--- config.mk ---
export PLATFORM = sky130hd
export DESIGN_NAME = control_unit
export DESIGN_NICKNAME = d
export VERILOG_FILES = /design/src/hw/cu_isa_pkg.sv /design/src/hw/cu_ctrl_pkg.sv /design/src/hw/cu_ctrl_if.sv /design/src/hw/opcode_decoder.sv /design/src/hw/cu_sequencer.sv /design/src/hw/control_word_gen.sv /design/src/hw/control_unit.sv
export SDC_FILE = /design/constraint.sdc
export NUM_CORES = 1
export LEC_CHECK = 0
export ABC_AREA = 1
export BUFFER_PORTS_ARGS = -buffer_cell sky130_fd_sc_hd__buf_2
export CORE_UTILIZATION = 40
export CTS_CLUSTER_SIZE = 30
export DETAILED_ROUTE_END_ITERATION = 12
export PLACE_DENSITY = 0.62
export SETUP_SLACK_MARGIN = 0.4
export SYNTH_ARGS = -nofsm -noshare
export SYNTH_HDL_FRONTEND = slang
export SYNTH_HIERARCHICAL = 1
export SYNTH_SLANG_ARGS = --single-unit
--- constraint.sdc ---
create_clock -name clk -period 4.5 [get_ports clk]
set_clock_uncertainty 0.2 [all_clocks]
set_input_delay 0.675 -clock clk [delete_from_list [all_inputs] [get_ports clk]]
set_output_delay 0.675 -clock clk [all_outputs]
set_load 0.01 [all_outputs]
--- src/hw/cu_isa_pkg.sv ---
package cu_isa_pkg;

    localparam int ir_width  = 12; // opcode bits held in the IR
    localparam int reg_count = 16; // one select line per register

    typedef logic [reg_count-1:0] reg_sel_t;

    // bit position of each register on the read and write select buses
    typedef enum logic [3:0]
    {
        reg_ac, reg_pc, reg_ar, reg_ir,
        reg_r, reg_row, reg_cat, reg_cb,
        reg_rnow, reg_catnow, reg_cbnow, reg_alphap,
        reg_betap, reg_gammap, reg_total, reg_dr
    } reg_idx_e;

    typedef enum logic [ir_width-1:0]
    {
        op_clr = 0, op_load, op_mul, op_add,
        op_sub, op_inc, op_jump, op_jumpz,
        // accumulator to working register
        op_mvac_total = 8, op_mvac_alphap, op_mvac_betap, op_mvac_gammap,
        op_mvac_r, op_mvac_row, op_mvac_cat, op_mvac_cb,
        op_mvac_rnow, op_mvac_catnow, op_mvac_cbnow,
        // working register back to the accumulator
        op_mov_total = 19, op_mov_alphap, op_mov_betap, op_mov_gammap,
        op_mov_r, op_mov_row, op_mov_cat, op_mov_cb,
        op_mov_rnow, op_mov_catnow, op_mov_cbnow,
        op_store = 30, op_load_reg, op_endop
    } opcode_e;

    localparam opcode_e move_base_mvac = op_mvac_total;
    localparam opcode_e move_base_mov  = op_mov_total;
    localparam int      move_count     = 11;
    localparam int      move_idx_w     = $clog2(move_count);

    typedef logic [move_idx_w-1:0] move_idx_t;

    // both move groups list their targets in this same order
    localparam reg_idx_e move_targets [move_count] = '{
        reg_total, reg_alphap, reg_betap, reg_gammap, reg_r, reg_row,
        reg_cat, reg_cb, reg_rnow, reg_catnow, reg_cbnow
    };

    function automatic reg_sel_t reg_onehot(reg_idx_e idx);
        reg_sel_t sel;
        sel      = '0;
        sel[idx] = 1'b1;
        return sel;
    endfunction

    localparam reg_sel_t sel_none   = '0;
    localparam reg_sel_t sel_ac     = reg_onehot(reg_ac);
    localparam reg_sel_t sel_pc     = reg_onehot(reg_pc);
    localparam reg_sel_t sel_ar     = reg_onehot(reg_ar);
    localparam reg_sel_t sel_ir     = reg_onehot(reg_ir);
    localparam reg_sel_t sel_r      = reg_onehot(reg_r);
    localparam reg_sel_t sel_gammap = reg_onehot(reg_gammap);
    localparam reg_sel_t sel_dr     = reg_onehot(reg_dr);

endpackage

--- src/hw/cu_ctrl_pkg.sv ---
package cu_ctrl_pkg;

    localparam int state_w   = 6;
    localparam int alu_op_w  = 3;
    localparam int mem_sel_w = 2;
    localparam int class_w   = 4;

    typedef enum logic [state_w-1:0]
    {
        st_idle,
        st_fetch1, st_fetch2, st_fetch3, st_fetch4,
        st_clr1,
        st_load1, st_load2, st_load3, st_load4, st_load5,
        st_mul1, st_add1, st_sub1, st_inc1,
        st_jump1, st_jump2, st_jump3,
        st_jumpzy1, st_jumpzy2, st_jumpzy3,
        st_jumpzn1, st_jumpzn2,
        st_mvac1, st_mov1, // one state per move direction, target comes from the IR
        st_store1, st_store2, st_store3,
        st_load_reg1, st_load_reg2, st_load_reg3, st_load_reg4,
        st_endop1
    } state_e;

    typedef enum logic [alu_op_w-1:0]
    {
        alu_nop = 0, alu_pass = 1, alu_add = 2, alu_sub = 3,
        alu_mul = 4, alu_plus1 = 5, alu_zero = 6
    } alu_op_e;

    // source that the DR latches from when a memory read is selected
    typedef enum logic [mem_sel_w-1:0]
    {
        mem_none = 0, mem_data = 1, mem_instr = 2
    } mem_sel_e;

    typedef enum logic [class_w-1:0]
    {
        cls_clr, cls_load, cls_mul, cls_add, cls_sub, cls_inc, cls_jump,
        cls_jumpz, cls_mvac, cls_mov, cls_store, cls_load_reg, cls_endop,
        cls_illegal
    } class_e;

endpackage

--- src/hw/cu_ctrl_if.sv ---
// one cycle's worth of datapath controls
interface cu_ctrl_if;

    cu_isa_pkg::reg_sel_t  write_en; // one-hot, may carry two bits in fetch3
    cu_isa_pkg::reg_sel_t  read_en;
    cu_ctrl_pkg::mem_sel_e mem_read;
    logic                  mem_write;
    cu_ctrl_pkg::alu_op_e  alu_op;
    logic                  pc_inc;

    modport gen
    (
        output write_en, read_en, mem_read, mem_write, alu_op, pc_inc
    );

    modport sink
    (
        input write_en, read_en, mem_read, mem_write, alu_op, pc_inc
    );

endinterface

--- src/hw/opcode_decoder.sv ---
module opcode_decoder
(
    input  cu_isa_pkg::opcode_e  opcode,
    output cu_ctrl_pkg::class_e  op_class,
    output cu_isa_pkg::reg_idx_e move_reg
);

    cu_isa_pkg::move_idx_t move_idx;

    always_comb
    begin
        op_class = cu_ctrl_pkg::cls_illegal;
        move_idx = '0;
        move_reg = cu_isa_pkg::reg_ac; // don't care outside the moves
        if (opcode >= cu_isa_pkg::move_base_mvac && opcode < cu_isa_pkg::move_base_mov)
        begin
            op_class = cu_ctrl_pkg::cls_mvac;
            move_idx = cu_isa_pkg::move_idx_t'(opcode - cu_isa_pkg::move_base_mvac);
            move_reg = cu_isa_pkg::move_targets[move_idx];
        end
        else if (opcode >= cu_isa_pkg::move_base_mov &&
                 opcode < cu_isa_pkg::move_base_mov + cu_isa_pkg::move_count)
        begin
            op_class = cu_ctrl_pkg::cls_mov;
            move_idx = cu_isa_pkg::move_idx_t'(opcode - cu_isa_pkg::move_base_mov);
            move_reg = cu_isa_pkg::move_targets[move_idx];
        end
        else
        begin
            case (opcode)
                cu_isa_pkg::op_clr:      op_class = cu_ctrl_pkg::cls_clr;
                cu_isa_pkg::op_load:     op_class = cu_ctrl_pkg::cls_load;
                cu_isa_pkg::op_mul:      op_class = cu_ctrl_pkg::cls_mul;
                cu_isa_pkg::op_add:      op_class = cu_ctrl_pkg::cls_add;
                cu_isa_pkg::op_sub:      op_class = cu_ctrl_pkg::cls_sub;
                cu_isa_pkg::op_inc:      op_class = cu_ctrl_pkg::cls_inc;
                cu_isa_pkg::op_jump:     op_class = cu_ctrl_pkg::cls_jump;
                cu_isa_pkg::op_jumpz:    op_class = cu_ctrl_pkg::cls_jumpz;
                cu_isa_pkg::op_store:    op_class = cu_ctrl_pkg::cls_store;
                cu_isa_pkg::op_load_reg: op_class = cu_ctrl_pkg::cls_load_reg;
                cu_isa_pkg::op_endop:    op_class = cu_ctrl_pkg::cls_endop;
                default:                 op_class = cu_ctrl_pkg::cls_illegal;
            endcase
        end
    end

endmodule

--- src/hw/cu_sequencer.sv ---
module cu_sequencer
(
    input  logic                clk,
    input  logic                reset,
    input  logic                start,
    input  logic                zflag,
    input  cu_ctrl_pkg::class_e op_class,
    output cu_ctrl_pkg::state_e state,
    output logic                endop
);

    cu_ctrl_pkg::state_e next_state;

    always_ff @(posedge clk)
    begin
        if (reset)
            state <= cu_ctrl_pkg::st_idle;
        else
            state <= next_state;
    end

    // the opcode is stable from fetch4 on, so only fetch4 looks at op_class
    always_comb
    begin
        next_state = cu_ctrl_pkg::st_idle;
        case (state)
            cu_ctrl_pkg::st_idle:
            begin
                if (start)
                    next_state = cu_ctrl_pkg::st_fetch1;
            end
            cu_ctrl_pkg::st_fetch1: next_state = cu_ctrl_pkg::st_fetch2;
            cu_ctrl_pkg::st_fetch2: next_state = cu_ctrl_pkg::st_fetch3;
            cu_ctrl_pkg::st_fetch3: next_state = cu_ctrl_pkg::st_fetch4;
            cu_ctrl_pkg::st_fetch4:
            begin
                case (op_class)
                    cu_ctrl_pkg::cls_clr:      next_state = cu_ctrl_pkg::st_clr1;
                    cu_ctrl_pkg::cls_load:     next_state = cu_ctrl_pkg::st_load1;
                    cu_ctrl_pkg::cls_mul:      next_state = cu_ctrl_pkg::st_mul1;
                    cu_ctrl_pkg::cls_add:      next_state = cu_ctrl_pkg::st_add1;
                    cu_ctrl_pkg::cls_sub:      next_state = cu_ctrl_pkg::st_sub1;
                    cu_ctrl_pkg::cls_inc:      next_state = cu_ctrl_pkg::st_inc1;
                    cu_ctrl_pkg::cls_jump:     next_state = cu_ctrl_pkg::st_jump1;
                    cu_ctrl_pkg::cls_jumpz:
                    begin
                        if (zflag)
                            next_state = cu_ctrl_pkg::st_jumpzy1;
                        else
                            next_state = cu_ctrl_pkg::st_jumpzn1; // just skip the address word
                    end
                    cu_ctrl_pkg::cls_mvac:     next_state = cu_ctrl_pkg::st_mvac1;
                    cu_ctrl_pkg::cls_mov:      next_state = cu_ctrl_pkg::st_mov1;
                    cu_ctrl_pkg::cls_store:    next_state = cu_ctrl_pkg::st_store1;
                    cu_ctrl_pkg::cls_load_reg: next_state = cu_ctrl_pkg::st_load_reg1;
                    cu_ctrl_pkg::cls_endop:    next_state = cu_ctrl_pkg::st_endop1;
                    default:                   next_state = cu_ctrl_pkg::st_idle;
                endcase
            end

            cu_ctrl_pkg::st_load1: next_state = cu_ctrl_pkg::st_load2;
            cu_ctrl_pkg::st_load2: next_state = cu_ctrl_pkg::st_load3;
            cu_ctrl_pkg::st_load3: next_state = cu_ctrl_pkg::st_load4;
            cu_ctrl_pkg::st_load4: next_state = cu_ctrl_pkg::st_load5;

            cu_ctrl_pkg::st_jump1:   next_state = cu_ctrl_pkg::st_jump2;
            cu_ctrl_pkg::st_jump2:   next_state = cu_ctrl_pkg::st_jump3;
            cu_ctrl_pkg::st_jumpzy1: next_state = cu_ctrl_pkg::st_jumpzy2;
            cu_ctrl_pkg::st_jumpzy2: next_state = cu_ctrl_pkg::st_jumpzy3;
            cu_ctrl_pkg::st_jumpzn1: next_state = cu_ctrl_pkg::st_jumpzn2;

            cu_ctrl_pkg::st_store1: next_state = cu_ctrl_pkg::st_store2;
            cu_ctrl_pkg::st_store2: next_state = cu_ctrl_pkg::st_store3;

            cu_ctrl_pkg::st_load_reg1: next_state = cu_ctrl_pkg::st_load_reg2;
            cu_ctrl_pkg::st_load_reg2: next_state = cu_ctrl_pkg::st_load_reg3;
            cu_ctrl_pkg::st_load_reg3: next_state = cu_ctrl_pkg::st_load_reg4;

            // last cycle of every other instruction goes back to fetch
            cu_ctrl_pkg::st_clr1,
            cu_ctrl_pkg::st_load5,
            cu_ctrl_pkg::st_mul1,
            cu_ctrl_pkg::st_add1,
            cu_ctrl_pkg::st_sub1,
            cu_ctrl_pkg::st_inc1,
            cu_ctrl_pkg::st_jump3,
            cu_ctrl_pkg::st_jumpzy3,
            cu_ctrl_pkg::st_jumpzn2,
            cu_ctrl_pkg::st_mvac1,
            cu_ctrl_pkg::st_mov1,
            cu_ctrl_pkg::st_store3,
            cu_ctrl_pkg::st_load_reg4: next_state = cu_ctrl_pkg::st_fetch1;

            cu_ctrl_pkg::st_endop1: next_state = cu_ctrl_pkg::st_idle;
            default:                next_state = cu_ctrl_pkg::st_idle;
        endcase
    end

    // end flag stays up through idle until the next program is started
    always_ff @(posedge clk)
    begin
        if (reset)
            endop <= 1'b0;
        else if (state == cu_ctrl_pkg::st_idle && start)
            endop <= 1'b0;
        else if (state == cu_ctrl_pkg::st_endop1)
            endop <= 1'b1;
    end

endmodule

--- src/hw/control_word_gen.sv ---
module control_word_gen
(
    input cu_ctrl_pkg::state_e  state,
    input cu_isa_pkg::reg_idx_e move_reg,
    cu_ctrl_if.gen              ctrl
);

    always_comb
    begin
        // quiet bus unless the state below says otherwise
        ctrl.write_en  = cu_isa_pkg::sel_none;
        ctrl.read_en   = cu_isa_pkg::sel_none;
        ctrl.mem_read  = cu_ctrl_pkg::mem_none;
        ctrl.mem_write = 1'b0;
        ctrl.alu_op    = cu_ctrl_pkg::alu_nop;
        ctrl.pc_inc    = 1'b0;

        case (state)
            cu_ctrl_pkg::st_fetch1:
            begin
                ctrl.write_en = cu_isa_pkg::sel_ar;
                ctrl.read_en  = cu_isa_pkg::sel_pc;
            end
            // instruction word lands in the DR straight from memory
            cu_ctrl_pkg::st_fetch2,
            cu_ctrl_pkg::st_jump1,
            cu_ctrl_pkg::st_jumpzy1:
            begin
                ctrl.write_en = cu_isa_pkg::sel_dr;
                ctrl.mem_read = cu_ctrl_pkg::mem_instr;
                ctrl.pc_inc   = 1'b1;
            end
            cu_ctrl_pkg::st_fetch3:
            begin
                ctrl.write_en = cu_isa_pkg::sel_ir | cu_isa_pkg::sel_ar;
                ctrl.read_en  = cu_isa_pkg::sel_dr | cu_isa_pkg::sel_pc;
            end

            cu_ctrl_pkg::st_clr1:
            begin
                ctrl.write_en = cu_isa_pkg::sel_ac;
                ctrl.alu_op   = cu_ctrl_pkg::alu_zero;
            end
            cu_ctrl_pkg::st_mul1,
            cu_ctrl_pkg::st_add1,
            cu_ctrl_pkg::st_sub1:
            begin
                ctrl.write_en = cu_isa_pkg::sel_ac;
                ctrl.read_en  = cu_isa_pkg::sel_r; // R is the second ALU operand
                if (state == cu_ctrl_pkg::st_mul1)
                    ctrl.alu_op = cu_ctrl_pkg::alu_mul;
                else if (state == cu_ctrl_pkg::st_add1)
                    ctrl.alu_op = cu_ctrl_pkg::alu_add;
                else
                    ctrl.alu_op = cu_ctrl_pkg::alu_sub;
            end
            cu_ctrl_pkg::st_inc1:
            begin
                ctrl.write_en = cu_isa_pkg::sel_ac;
                ctrl.alu_op   = cu_ctrl_pkg::alu_plus1;
            end

            cu_ctrl_pkg::st_load1:
            begin
                ctrl.write_en = cu_isa_pkg::sel_dr; // operand address follows the opcode
                ctrl.mem_read = cu_ctrl_pkg::mem_instr;
            end
            cu_ctrl_pkg::st_load2:
            begin
                ctrl.write_en = cu_isa_pkg::sel_ar;
                ctrl.read_en  = cu_isa_pkg::sel_dr;
            end
            cu_ctrl_pkg::st_load3,
            cu_ctrl_pkg::st_jumpzn1:
                ctrl.pc_inc = 1'b1;
            // data memory answers one cycle after the address is set
            cu_ctrl_pkg::st_load4,
            cu_ctrl_pkg::st_load_reg3:
            begin
                ctrl.write_en = cu_isa_pkg::sel_dr;
                ctrl.mem_read = cu_ctrl_pkg::mem_data;
            end
            cu_ctrl_pkg::st_load5:
            begin
                ctrl.write_en = cu_isa_pkg::sel_ac;
                ctrl.read_en  = cu_isa_pkg::sel_dr | cu_isa_pkg::sel_pc;
                ctrl.alu_op   = cu_ctrl_pkg::alu_pass;
            end

            cu_ctrl_pkg::st_jump2,
            cu_ctrl_pkg::st_jumpzy2:
            begin
                ctrl.write_en = cu_isa_pkg::sel_pc;
                ctrl.read_en  = cu_isa_pkg::sel_dr;
            end
            // point AR back at the PC ready for the next fetch
            cu_ctrl_pkg::st_jump3,
            cu_ctrl_pkg::st_jumpzy3,
            cu_ctrl_pkg::st_jumpzn2,
            cu_ctrl_pkg::st_load_reg2:
            begin
                ctrl.write_en = cu_isa_pkg::sel_ar;
                ctrl.read_en  = cu_isa_pkg::sel_pc;
            end

            cu_ctrl_pkg::st_mvac1:
            begin
                ctrl.write_en = cu_isa_pkg::reg_onehot(move_reg);
                ctrl.read_en  = cu_isa_pkg::sel_ac;
            end
            cu_ctrl_pkg::st_mov1:
            begin
                ctrl.write_en = cu_isa_pkg::sel_ac;
                ctrl.read_en  = cu_isa_pkg::reg_onehot(move_reg);
                ctrl.alu_op   = cu_ctrl_pkg::alu_pass;
            end

            cu_ctrl_pkg::st_store1:
            begin
                ctrl.write_en = cu_isa_pkg::sel_ar;
                ctrl.read_en  = cu_isa_pkg::sel_gammap; // store address is kept in gammap
            end
            cu_ctrl_pkg::st_store2:
            begin
                ctrl.write_en  = cu_isa_pkg::sel_dr;
                ctrl.read_en   = cu_isa_pkg::sel_ac;
                ctrl.mem_write = 1'b1;
            end
            cu_ctrl_pkg::st_store3:
            begin
                ctrl.write_en  = cu_isa_pkg::sel_ar;
                ctrl.read_en   = cu_isa_pkg::sel_pc;
                ctrl.mem_write = 1'b1;
            end

            cu_ctrl_pkg::st_load_reg1:
            begin
                ctrl.write_en = cu_isa_pkg::sel_ar; // AC holds the address
                ctrl.read_en  = cu_isa_pkg::sel_ac;
            end
            cu_ctrl_pkg::st_load_reg4:
            begin
                ctrl.write_en = cu_isa_pkg::sel_ac;
                ctrl.read_en  = cu_isa_pkg::sel_dr;
                ctrl.alu_op   = cu_ctrl_pkg::alu_pass;
            end

            default:
            begin
                ctrl.write_en = cu_isa_pkg::sel_none;
            end
        endcase
    end

endmodule

--- src/hw/control_unit.sv ---
module control_unit
(
    input  logic                            clk,
    input  logic                            reset,
    input  logic                            start,
    input  logic                            zflag,
    input  logic [cu_isa_pkg::ir_width-1:0]  opcode,
    output logic [cu_ctrl_pkg::alu_op_w-1:0] alu_op,
    output logic [cu_isa_pkg::reg_count-1:0] read_en,
    output logic [cu_isa_pkg::reg_count-1:0] write_en,
    output logic [cu_ctrl_pkg::mem_sel_w-1:0] mem_read,
    output logic                            mem_write,
    output logic                            pc_inc,
    output logic                            endop
);

    cu_ctrl_pkg::class_e  op_class;
    cu_isa_pkg::reg_idx_e move_reg;
    cu_ctrl_pkg::state_e  state;

    cu_ctrl_if ctrl_bus ();

    opcode_decoder u_decoder
    (
        .opcode   (cu_isa_pkg::opcode_e'(opcode)),
        .op_class (op_class),
        .move_reg (move_reg)
    );

    cu_sequencer u_sequencer
    (
        .clk      (clk),
        .reset    (reset),
        .start    (start),
        .zflag    (zflag),
        .op_class (op_class),
        .state    (state),
        .endop    (endop)
    );

    control_word_gen u_word_gen
    (
        .state    (state),
        .move_reg (move_reg),
        .ctrl     (ctrl_bus.gen)
    );

    // control word goes out unregistered, in the same cycle as its state
    assign write_en  = ctrl_bus.write_en;
    assign read_en   = ctrl_bus.read_en;
    assign mem_read  = ctrl_bus.mem_read;
    assign mem_write = ctrl_bus.mem_write;
    assign alu_op    = ctrl_bus.alu_op;
    assign pc_inc    = ctrl_bus.pc_inc;

endmodule

[Word level (Yosys, flattened, before mapping)]
Memory sizes are Yosys's and may differ from the RTL's.
Index checks and enable logic that the tools add are counted.
Operators by class
  $add $sub $neg: 2
  multiply operators: 0
  div/mod/pow operators: 0
  magnitude comparators: 8
  equality and inequality tests: 54
  shift operators: 0
  mux-type cells: 23
  bitwise logic cells: 2
  reductions and logical operators: 23
Operator list (count)
  6-bit case mux with 20 select lines: 1
  16-bit case mux with 7 select lines: 1
  6-bit by 5-bit equality test with 1-bit output (second input constant): 16
  16-bit case mux with 6 select lines: 1
  6-bit case mux with 13 select lines: 1
  12-bit by 3-bit equality test with 1-bit output (second input constant): 4
  6-bit by 4-bit equality test with 1-bit output (second input constant): 8
  4-bit case mux with 11 select lines: 1
  4-bit two-way mux: 8
  12-bit by 2-bit equality test with 1-bit output (second input constant): 2
  12-bit by 5-bit equality test with 1-bit output (second input constant): 2
  6-bit by 3-bit equality test with 1-bit output (second input constant): 4
  12-bit by 5-bit < comparator with 1-bit output (second input constant): 2
  4-bit equality test (second input constant): 5
  4-bit by 3-bit equality test with 1-bit output (second input constant): 4
  13-bit OR reduction: 1
  12-bit by 1-bit equality test with 1-bit output (second input constant): 1
  12-bit by 6-bit equality test with 1-bit output (second input constant): 1
  6-bit by 2-bit equality test with 1-bit output (second input constant): 2
  12-bit by 4-bit >= comparator with 1-bit output (second input constant): 1
  12-bit by 5-bit >= comparator with 1-bit output (second input constant): 1
  12-bit logical NOT: 1
  3-bit case mux with 4 select lines: 1
  5-bit >= comparator (second input constant): 2
  other kinds (24): 41
Storage, ports and cells
  bits in registers: 7
  bits in latches: 0
  memory bits (writable): 0
  bits in read-only memories: 128
  bits of input ports: 16
  output and inout port bits: 40
  word-level logic and storage cells: 116
  memories kept: 2
Memory list
  (no name shown): depth 16, bits a word 4, rd ports 1, clocked after memory_dff 0, write ports 0, RTL line opcode_decoder.sv:19  | move_reg = cu_isa_pkg::move_targets[move_idx];
  (no name shown): depth 16, bits a word 4, rd ports 1, clocked after memory_dff 0, write ports 0, RTL line opcode_decoder.sv:26  | move_reg = cu_isa_pkg::move_targets[move_idx];

[Longest topological paths before layout]
Gate-level depths: netlist (run 1).
  depth after elaboration: 12
  depth in mapped cells: 19
  gate-level depth less buffers: 19

[Modules after synthesis]
Netlist (run 1), hierarchy kept.
Modules (own cells, without submodules)
  control_word_gen: times used 1, cells an instance 161, area an instance 778.2 µm², seq. area each 0.0 µm²
  opcode_decoder: times used 1, cells an instance 127, area an instance 683.2 µm², seq. area each 0.0 µm²
  cu_sequencer: times used 1, cells an instance 124, area an instance 650.6 µm², seq. area each 140.1 µm²

[Worst setup path after synthesis (run 1)]
No wires, ideal clock.
  path type: input-to-output
  start point: in opcode[1] in the netlist's numbering
  end point: out read_en[13] in the netlist's numbering
  arrival time: 2.248 ns
  data required time: 3.625 ns
  path slack: 1.377 ns
  cell stages on the path: 9
  path buffers: 0
  cells stage by stage: inv_1 > ha_1 > inv_1 > nor2_1 > o41ai_1 > nand2_1 > inv_1 > nand2_1 > o21ai_0
Between the ends
  cells in the longest elaborated chain, start to end: 12
  elaborated cells between the ends (all ways): 24
  those cells by class: add/sub (2); order compare (6); mux (9); bitwise (2); reduce/logical (3); memory (2)
Ends and longest elaborated chain
  start: declaration: RTL line control_unit.sv:7  | input logic [cu_isa_pkg::ir_width-1:0] opcode,
  4-bit by 2-bit subtractor with 4-bit output: RTL line opcode_decoder.sv:25  | move_idx = cu_isa_pkg::move_idx_t'(opcode - cu_isa_pkg::move_base_mov);
  4-bit inverter with 5-bit output (not written as such): RTL line opcode_decoder.sv:26
  memory 16 x 4 bit
  4-bit two-way mux (not written as such) (2 in a row): RTL line opcode_decoder.sv:26
  4-bit two-way mux: RTL line opcode_decoder.sv:21  | else if (opcode >= cu_isa_pkg::move_base_mov &&
  4-bit two-way mux *: RTL line opcode_decoder.sv:15  | if (opcode >= cu_isa_pkg::move_base_mvac && opcode < cu_isa_pkg::move_base_mov)
  net move_reg[2]: RTL line control_unit.sv:18  | cu_isa_pkg::reg_idx_e move_reg;
  4-bit by 5-bit < comparator with 1-bit output (not written as such) / 4-bit by 1-bit >= comparator with 1-bit output (equally long branches): RTL line cu_isa_pkg.sv:48  | sel[idx] = 1'b1;
  1-bit logical AND (not written as such): RTL line cu_isa_pkg.sv:48
  1-bit two-way mux (not written as such): RTL line cu_isa_pkg.sv:48
  1-bit demux with 4-bit select *
  16-bit case mux with 7 select lines *: RTL line control_word_gen.sv:18  | case (state)
  end: declaration: RTL line control_unit.sv:9  | output logic [cu_isa_pkg::reg_count-1:0] read_en,
The timed path passes the listed nets; every way through them passes the cells marked *. The select of a mux whose other input is x is not followed.

[Worst setup path in the final report (run 1)]
  start point: in opcode[1] in the netlist's numbering
  end point: out read_en[6] in the netlist's numbering
Same word-level chain as after synthesis.

==> results.cfg, run 1 <==
[power]
leakage_nw = 1.42
peakVddDrop_uv = 184
total_power_w = 0.000284
power_density_nw_per_um2 = 115

[synth]
synth_common_cells = nand2_1, nor2_1, inv_1, nand3_1, nor2_2
syn_inst = 412
yosysSeqAreaShare_pct = 6.64
ys_seq_elements = 7
synth-async-reset-ratio_pct = 0
yosysMostFrequentCell = nand2_1
synth_ff_type = dfxtp_1
yosysWarnings = 6
synth_area_leader_cell = nand2_1
synth_area_um2 = 2110
synth_fp_nets = 436
synth_top_area_share_pct = 19.5
synth_edf_count = 0
yosys-top-cells-area = nand2_1, nor2_1, nand3_1, inv_1, dfxtp_1
syn_avg_cell_area_um2 = 5.13
synth_cell_types = 30

[clock_network]
post-cts-setup-buffers = 0
clk_root_buffer_cell = clkbuf_8
htreeDepth = 1
clock-sinks = 7
clock_path_buffers = 2
cts-buffers-inserted = 3
insertion_delay_ps = 220
cts_resized = 0
cts_tree = built
path_clk_slew_ps = 40
cts.hold.buffers_added = 0

[setup_path]
cp.arrival_ps = 2770
end_kind = output port
critPathKind = primary input to output port
cp_max_fo = 6
start_kind = primary input
r2r_slack_ps = 2670
crit_required_ps = 3620

[sta]
slew_viol_final = 0
finalHoldViolations = 0
slew_headroom_pct = 46.6
period_minus_slack_ps = 3650
rsz0062_at_grt = false
fin_crit_sh_pct = 81.0
setup-tns-final_ps = 0
max_freq_ghz = 0.274
worst_pin_slew_ps = 791
setup_violations = 0

[place]
port_buffers = 55
dpl-instance-area_um2 = 2420
hpwl_um = 4640
gp_congestion = 0.901

[grt]
gr-usage-all-layers_pct = 20.1
grt-ovfl-total = 0
grt_pass1_vias = 2155
antenna_found_initial = 0
grt_pass1_wl_um = 9090
grt_max_degree = 17

[layout]
nNetsFinal = 491
drive_gt1_share_pct = 22.3
finalInstanceArea_um2 = 2470
area_delta_synth_final_pct = 16.9
nFillCells = 604
diodes = 0
seq_area_um2 = 140
multiInputGateArea_um2 = 1690

[die]
io_pins = 56
floorplan.initialDensity_pct = 41.4
core-area_um2 = 5110
die_width_um = 74.7
die_area_um2 = 5570
die_y_um = 74.7
row_count = 26

[min_path]
worst_hold_path_type = flop to flop

[route]
viasPerCell = 5.04
vias = 2699
wl_per_cell_um = 10.6
drc = 0
drt-total-wl_um = 5700
first_pass_iters = 4
first_iter_violations = 155
ant_nets = 0

[outcome]
outcome = finished, final reports clean

[job]
drv_cap = 0
## metrics by stage
stage	std cells	util [%]	setup WS (ps)	hold WS [ps]
3_5_place_dp	532	47.5	845	284
6_report	536	48.4	854	287
5_1_grt	536	48.4	598	355
4_1_cts	536	48.4	829	293
2_1_floorplan	412	-	1380	310
3_3_place_gp	532	47.5	956	284
## report_power, final
group | total, W | internal (W) | switching (W) | leakage [nW]
Clock | 0.0000856 | 0.0000611 | 0.0000245 | 0.0228
Combinational | 0.000122 | 0.0000407 | 0.0000818 | 1.34
Sequential | 0.0000761 | 0.0000656 | 0.0000105 | 0.0568
Total | 0.000284 | 0.000167 | 0.000117 | 1.42
## cell usage in the layout (no fill, tap or decap), types with 6 or more instances in the layout
cell / count
nor2_1: 76
buf_2: 55
nand4_1: 6
nand2_2: 7
ha_1: 8
nand3_1: 48
nor3_1: 6
a21oi_1: 12
nor2_2: 22
nand2_1: 110
dfxtp_1: 7
o21ai_0: 15
inv_1: 58
## cell type report
class | count | share of cell area (%)
inverter | 62 | 9.42
multi-input combinational | 338 | 68.4
sequential | 7 | 5.67
clock buffer | 4 | 1.82
tap | 70 | 3.55
timing repair buffer | 55 | 11.1
## cell families (layout without fill, tap and decap cells)
logic type               count (synthesis)  in the layout  share of synthesized area, %
AND/OR/NAND/NOR                        291            291                          64.9
adder cells (fa/ha/maj)                  8              8                          4.74
flip-flops                               7              7                          6.63
AO/OA/AOI/OAI                           39             39                          10.4
buffers and inverters                   67            121                          13.4
## sequential cells by signal, summed over array words and instances (netlist names)
signal / flops
u_sequencer/state: 6
u_sequencer/endop: 1
## worst max-delay path, cell delays in order
cell and delay [ps]:
buf_2 150, inv_1 110, ha_1 190, inv_1 100, nor2_1 70, o41ai_1 740
inv_1 130, nor2_1 240, nand2_1 120, nor2_2 110, buf_2 140
## final timing paths
kind                                           start                    to  cells past startpoint
worst max-delay path                       opcode[1]            read_en[6]                     11
worst min-delay path               u_sequencer/endop     u_sequencer/endop                      2
worst max register to register  u_sequencer/state[3]  u_sequencer/state[1]                      6
worst min register to register     u_sequencer/endop     u_sequencer/endop                      2
## metal layers
layer	up-vias	global-route usage (%)	wire length, µm
li1	1421	-	-
met1	1179	27.9	2800
met2	97	34.2	2510
met3	2	2.14	364
met4	0	2.73	16
met5	-	0	0
No activity file was read; power rests on OpenSTA's default activity.
==> run 2: changes to the inputs <==
--- a/config.mk
+++ b/config.mk
@@ -5,12 +5,12 @@
 export SDC_FILE = /design/constraint.sdc
 export NUM_CORES = 1
 export LEC_CHECK = 0
-export ABC_AREA = 1
+export ABC_AREA = 0
 export BUFFER_PORTS_ARGS = -buffer_cell sky130_fd_sc_hd__buf_2
 export CORE_UTILIZATION = 40
 export CTS_CLUSTER_SIZE = 30
 export DETAILED_ROUTE_END_ITERATION = 12
-export PLACE_DENSITY = 0.62
+export PLACE_DENSITY = 0.63
 export SETUP_SLACK_MARGIN = 0.4
 export SYNTH_ARGS = -nofsm -noshare
 export SYNTH_HDL_FRONTEND = slang
==> constraint.sdc (replaced) <==
create_clock -name clk -period 3.7 [get_ports clk]
set_clock_uncertainty 0.2 [all_clocks]
set_input_delay 0.555 -clock clk [delete_from_list [all_inputs] [get_ports clk]]
set_output_delay 0.555 -clock clk [all_outputs]
set_load 0.01 [all_outputs]
==> results.cfg, run 2 <==
[outcome]
outcome = finished, final reports clean

[sta]
finalHoldViolations = 0
setup-tns-final_ps = 0
max_freq_ghz = 0.310
slew_headroom_pct = 56.2
setup_violations = 0
slew_viol_final = 0
period_minus_slack_ps = 3230
rsz0062_at_grt = true
fin_crit_sh_pct = 87.2
whs_ps = 281
worst_pin_slew_ps = 655

[synth]
synth_top_area_share_pct = 8.97
synth_ff_type = dfxtp_1
synthMuxAreaShare_pct = 2.49
synth-async-reset-ratio_pct = 0
ys_seq_elements = 7
synth_edf_count = 0
synth_fp_nets = 330
synth_top_family_by_area = simple AND/OR/NAND/NOR gates
synthAdderAreaFrac_pct = 4.98
yosysWarnings = 6
synth_area_um2 = 2010
yosys-top-cells-area = nor2_1, dfxtp_1, nand2_1, ha_1, o21ai_0
synthSimpleGateAreaFrac_pct = 40.4
synth_area_leader_cell = nor2_1
yosysSeqAreaShare_pct = 6.98
yosysMostFrequentCell = nor2_1
syn_avg_cell_area_um2 = 6.56
synthXorXnorAreaFrac_pct = 3.05
synth_common_cells = nor2_1, nand2_1, o21ai_0, a21oi_1
syn_inst = 306
synth_compound_area_share_pct = 30.0
synth_cell_types = 66

[layout]
final_common_cell = buf_2
largestRegisters = u_sequencer/state x6, u_sequencer/endop x1
diodes = 0
nNetsFinal = 376
mostFrequentLayoutCells = buf_2, nor2_1, nand2_1
drive_gt1_share_pct = 28.8
largest-register = u_sequencer/state
largest_reg_flops = 6
area_delta_synth_final_pct = 19.6

[route]
drc = 0
ant_nets = 0
first_iter_violations = 126
drt-total-wl_um = 5260
viasPerCell = 5.56
vias = 2322
first_pass_iters = 4
wl_per_cell_um = 12.6

[clock_network]
cts.hold.buffers_added = 0
clock-sinks = 7
insertion_delay_ps = 220
htreeDepth = 1
clock_path_buffers = 2
clk_root_buffer_cell = clkbuf_8
cts_tree = built
cts-buffers-inserted = 3
path_clk_slew_ps = 40

[grt]
grt-ovfl-total = 0
grt_pass1_vias = 1957
antenna_found_initial = 0
grt_pass1_wl_um = 8800
gr-usage-all-layers_pct = 20.2
grt_max_degree = 26

[die]
die_area_um2 = 5310
io_pins = 56
floorplan.initialDensity_pct = 42.0
core-area_um2 = 4790
row_count = 25
die_width_um = 72.9
die_y_um = 72.9

[power]
combPwrFrac_pct = 45.1
switching_share_pct = 37.3
peakVddDrop_uv = 66.8
p_switching_w = 0.000132
leakage_nw = 1.04
internal_power_w = 0.000221
power_density_nw_per_um2 = 147
seq_power_share_pct = 25.6
total_power_w = 0.000353
p_clk_share_pct = 29.3

[setup_path]
end_kind = output port
cp.arrival_ps = 2470
start_kind = primary input
crit_required_ps = 2940
critPathKind = primary input to output port
cp_max_fo = 6

[place]
hpwl_um = 3940
gp_congestion = 0.863
port_buffers = 55

[min_path]
worst_hold_path_type = flop to flop

[job]
drv_cap = 0
[run 2: path summary, 6_finish.rpt]
| check | startpoint | end | slack (ps) | cells past startpoint |
|---|---|---|---|---|
| setup / recovery | opcode[10] | read_en[11] | 470 | 10 |
| hold / removal | u_sequencer/endop | u_sequencer/endop | 280 | 2 |
| setup reg to reg | u_sequencer/state[4] | u_sequencer/state[1] | 1790 | 5 |
| hold reg to reg | u_sequencer/endop | u_sequencer/endop | 280 | 2 |
[run 2: power groups by stage]
| stage | combinational (W) | sequential [W] | clock [W] |
|---|---|---|---|
| 3_3_place_gp | 0.000148 | 0.0000918 | 0 |
| 6_report | 0.000159 | 0.0000902 | 0.000104 |
| 5_1_grt | 0.000177 | 0.0000921 | 0.000111 |
| 3_5_place_dp | 0.000150 | 0.0000915 | 0 |
| 4_1_cts | 0.000154 | 0.0000902 | 0.000106 |
| 2_1_floorplan | 0.000124 | 0.0000843 | 0 |
[run 2: area by class of cell]
| cell class | count | area, µm² |
|---|---|---|
| Fill cell | 510 | 2380 |
| Multi-Input combinational cell | 261 | 1710 |
| Timing Repair Buffer | 67 | 378 |
| Sequential cell | 7 | 140 |
| Tap cell | 67 | 83.8 |
| Clock buffer | 4 | 45.0 |
| Inverter | 12 | 45.0 |
[run 2: metal layers]
| metal | global-route usage [%] | vias to the layer above | part of all wire (%) |
|---|---|---|---|
| met5 | 0 | - | 0 |
| met4 | 2.61 | 0 | 0 |
| met3 | 2.07 | 0 | 4.3 |
| met2 | 35.3 | 63 | 48 |
| met1 | 27.5 | 1060 | 48 |
| li1 | - | 1199 | - |
[run 2: metrics by stage]
stage	cells	instance area, µm²	utilization [%]	worst slack [ps]
2_1_floorplan	306	2010	-	596
3_3_place_gp	411	2240	46.7	351
3_5_place_dp	411	2240	46.7	293
4_1_cts	417	2350	49.1	411
5_1_grt	418	2400	50.2	374
6_report	418	2400	50.2	472
[run 2: cell families after synthesis]
kind of cell    after synthesis
compound gates               89
flops                         7
fa+ha+maj                     8
xor+xnor                      7
buf+inv                      38
simple gates                152
mux                           5
[run 2: critical path, stage by stage]
cell and delay (ps):
buf_2 110, nor4_4 320, nand3_4 100, or3_4 360, a31o_1 200, a22oi_2 260, nor2b_4 230, nand2_2 80
nor2_1 100, buf_2 130
[run 2: timing repair]
action | 4_1_cts | 5_1_grt
endpoints found under the setup margin | 28 | 31
setup buffers | 2 | 1
pin swaps | 8 | 4
cloned | 0 | 0
resized for setup | 11 | 11
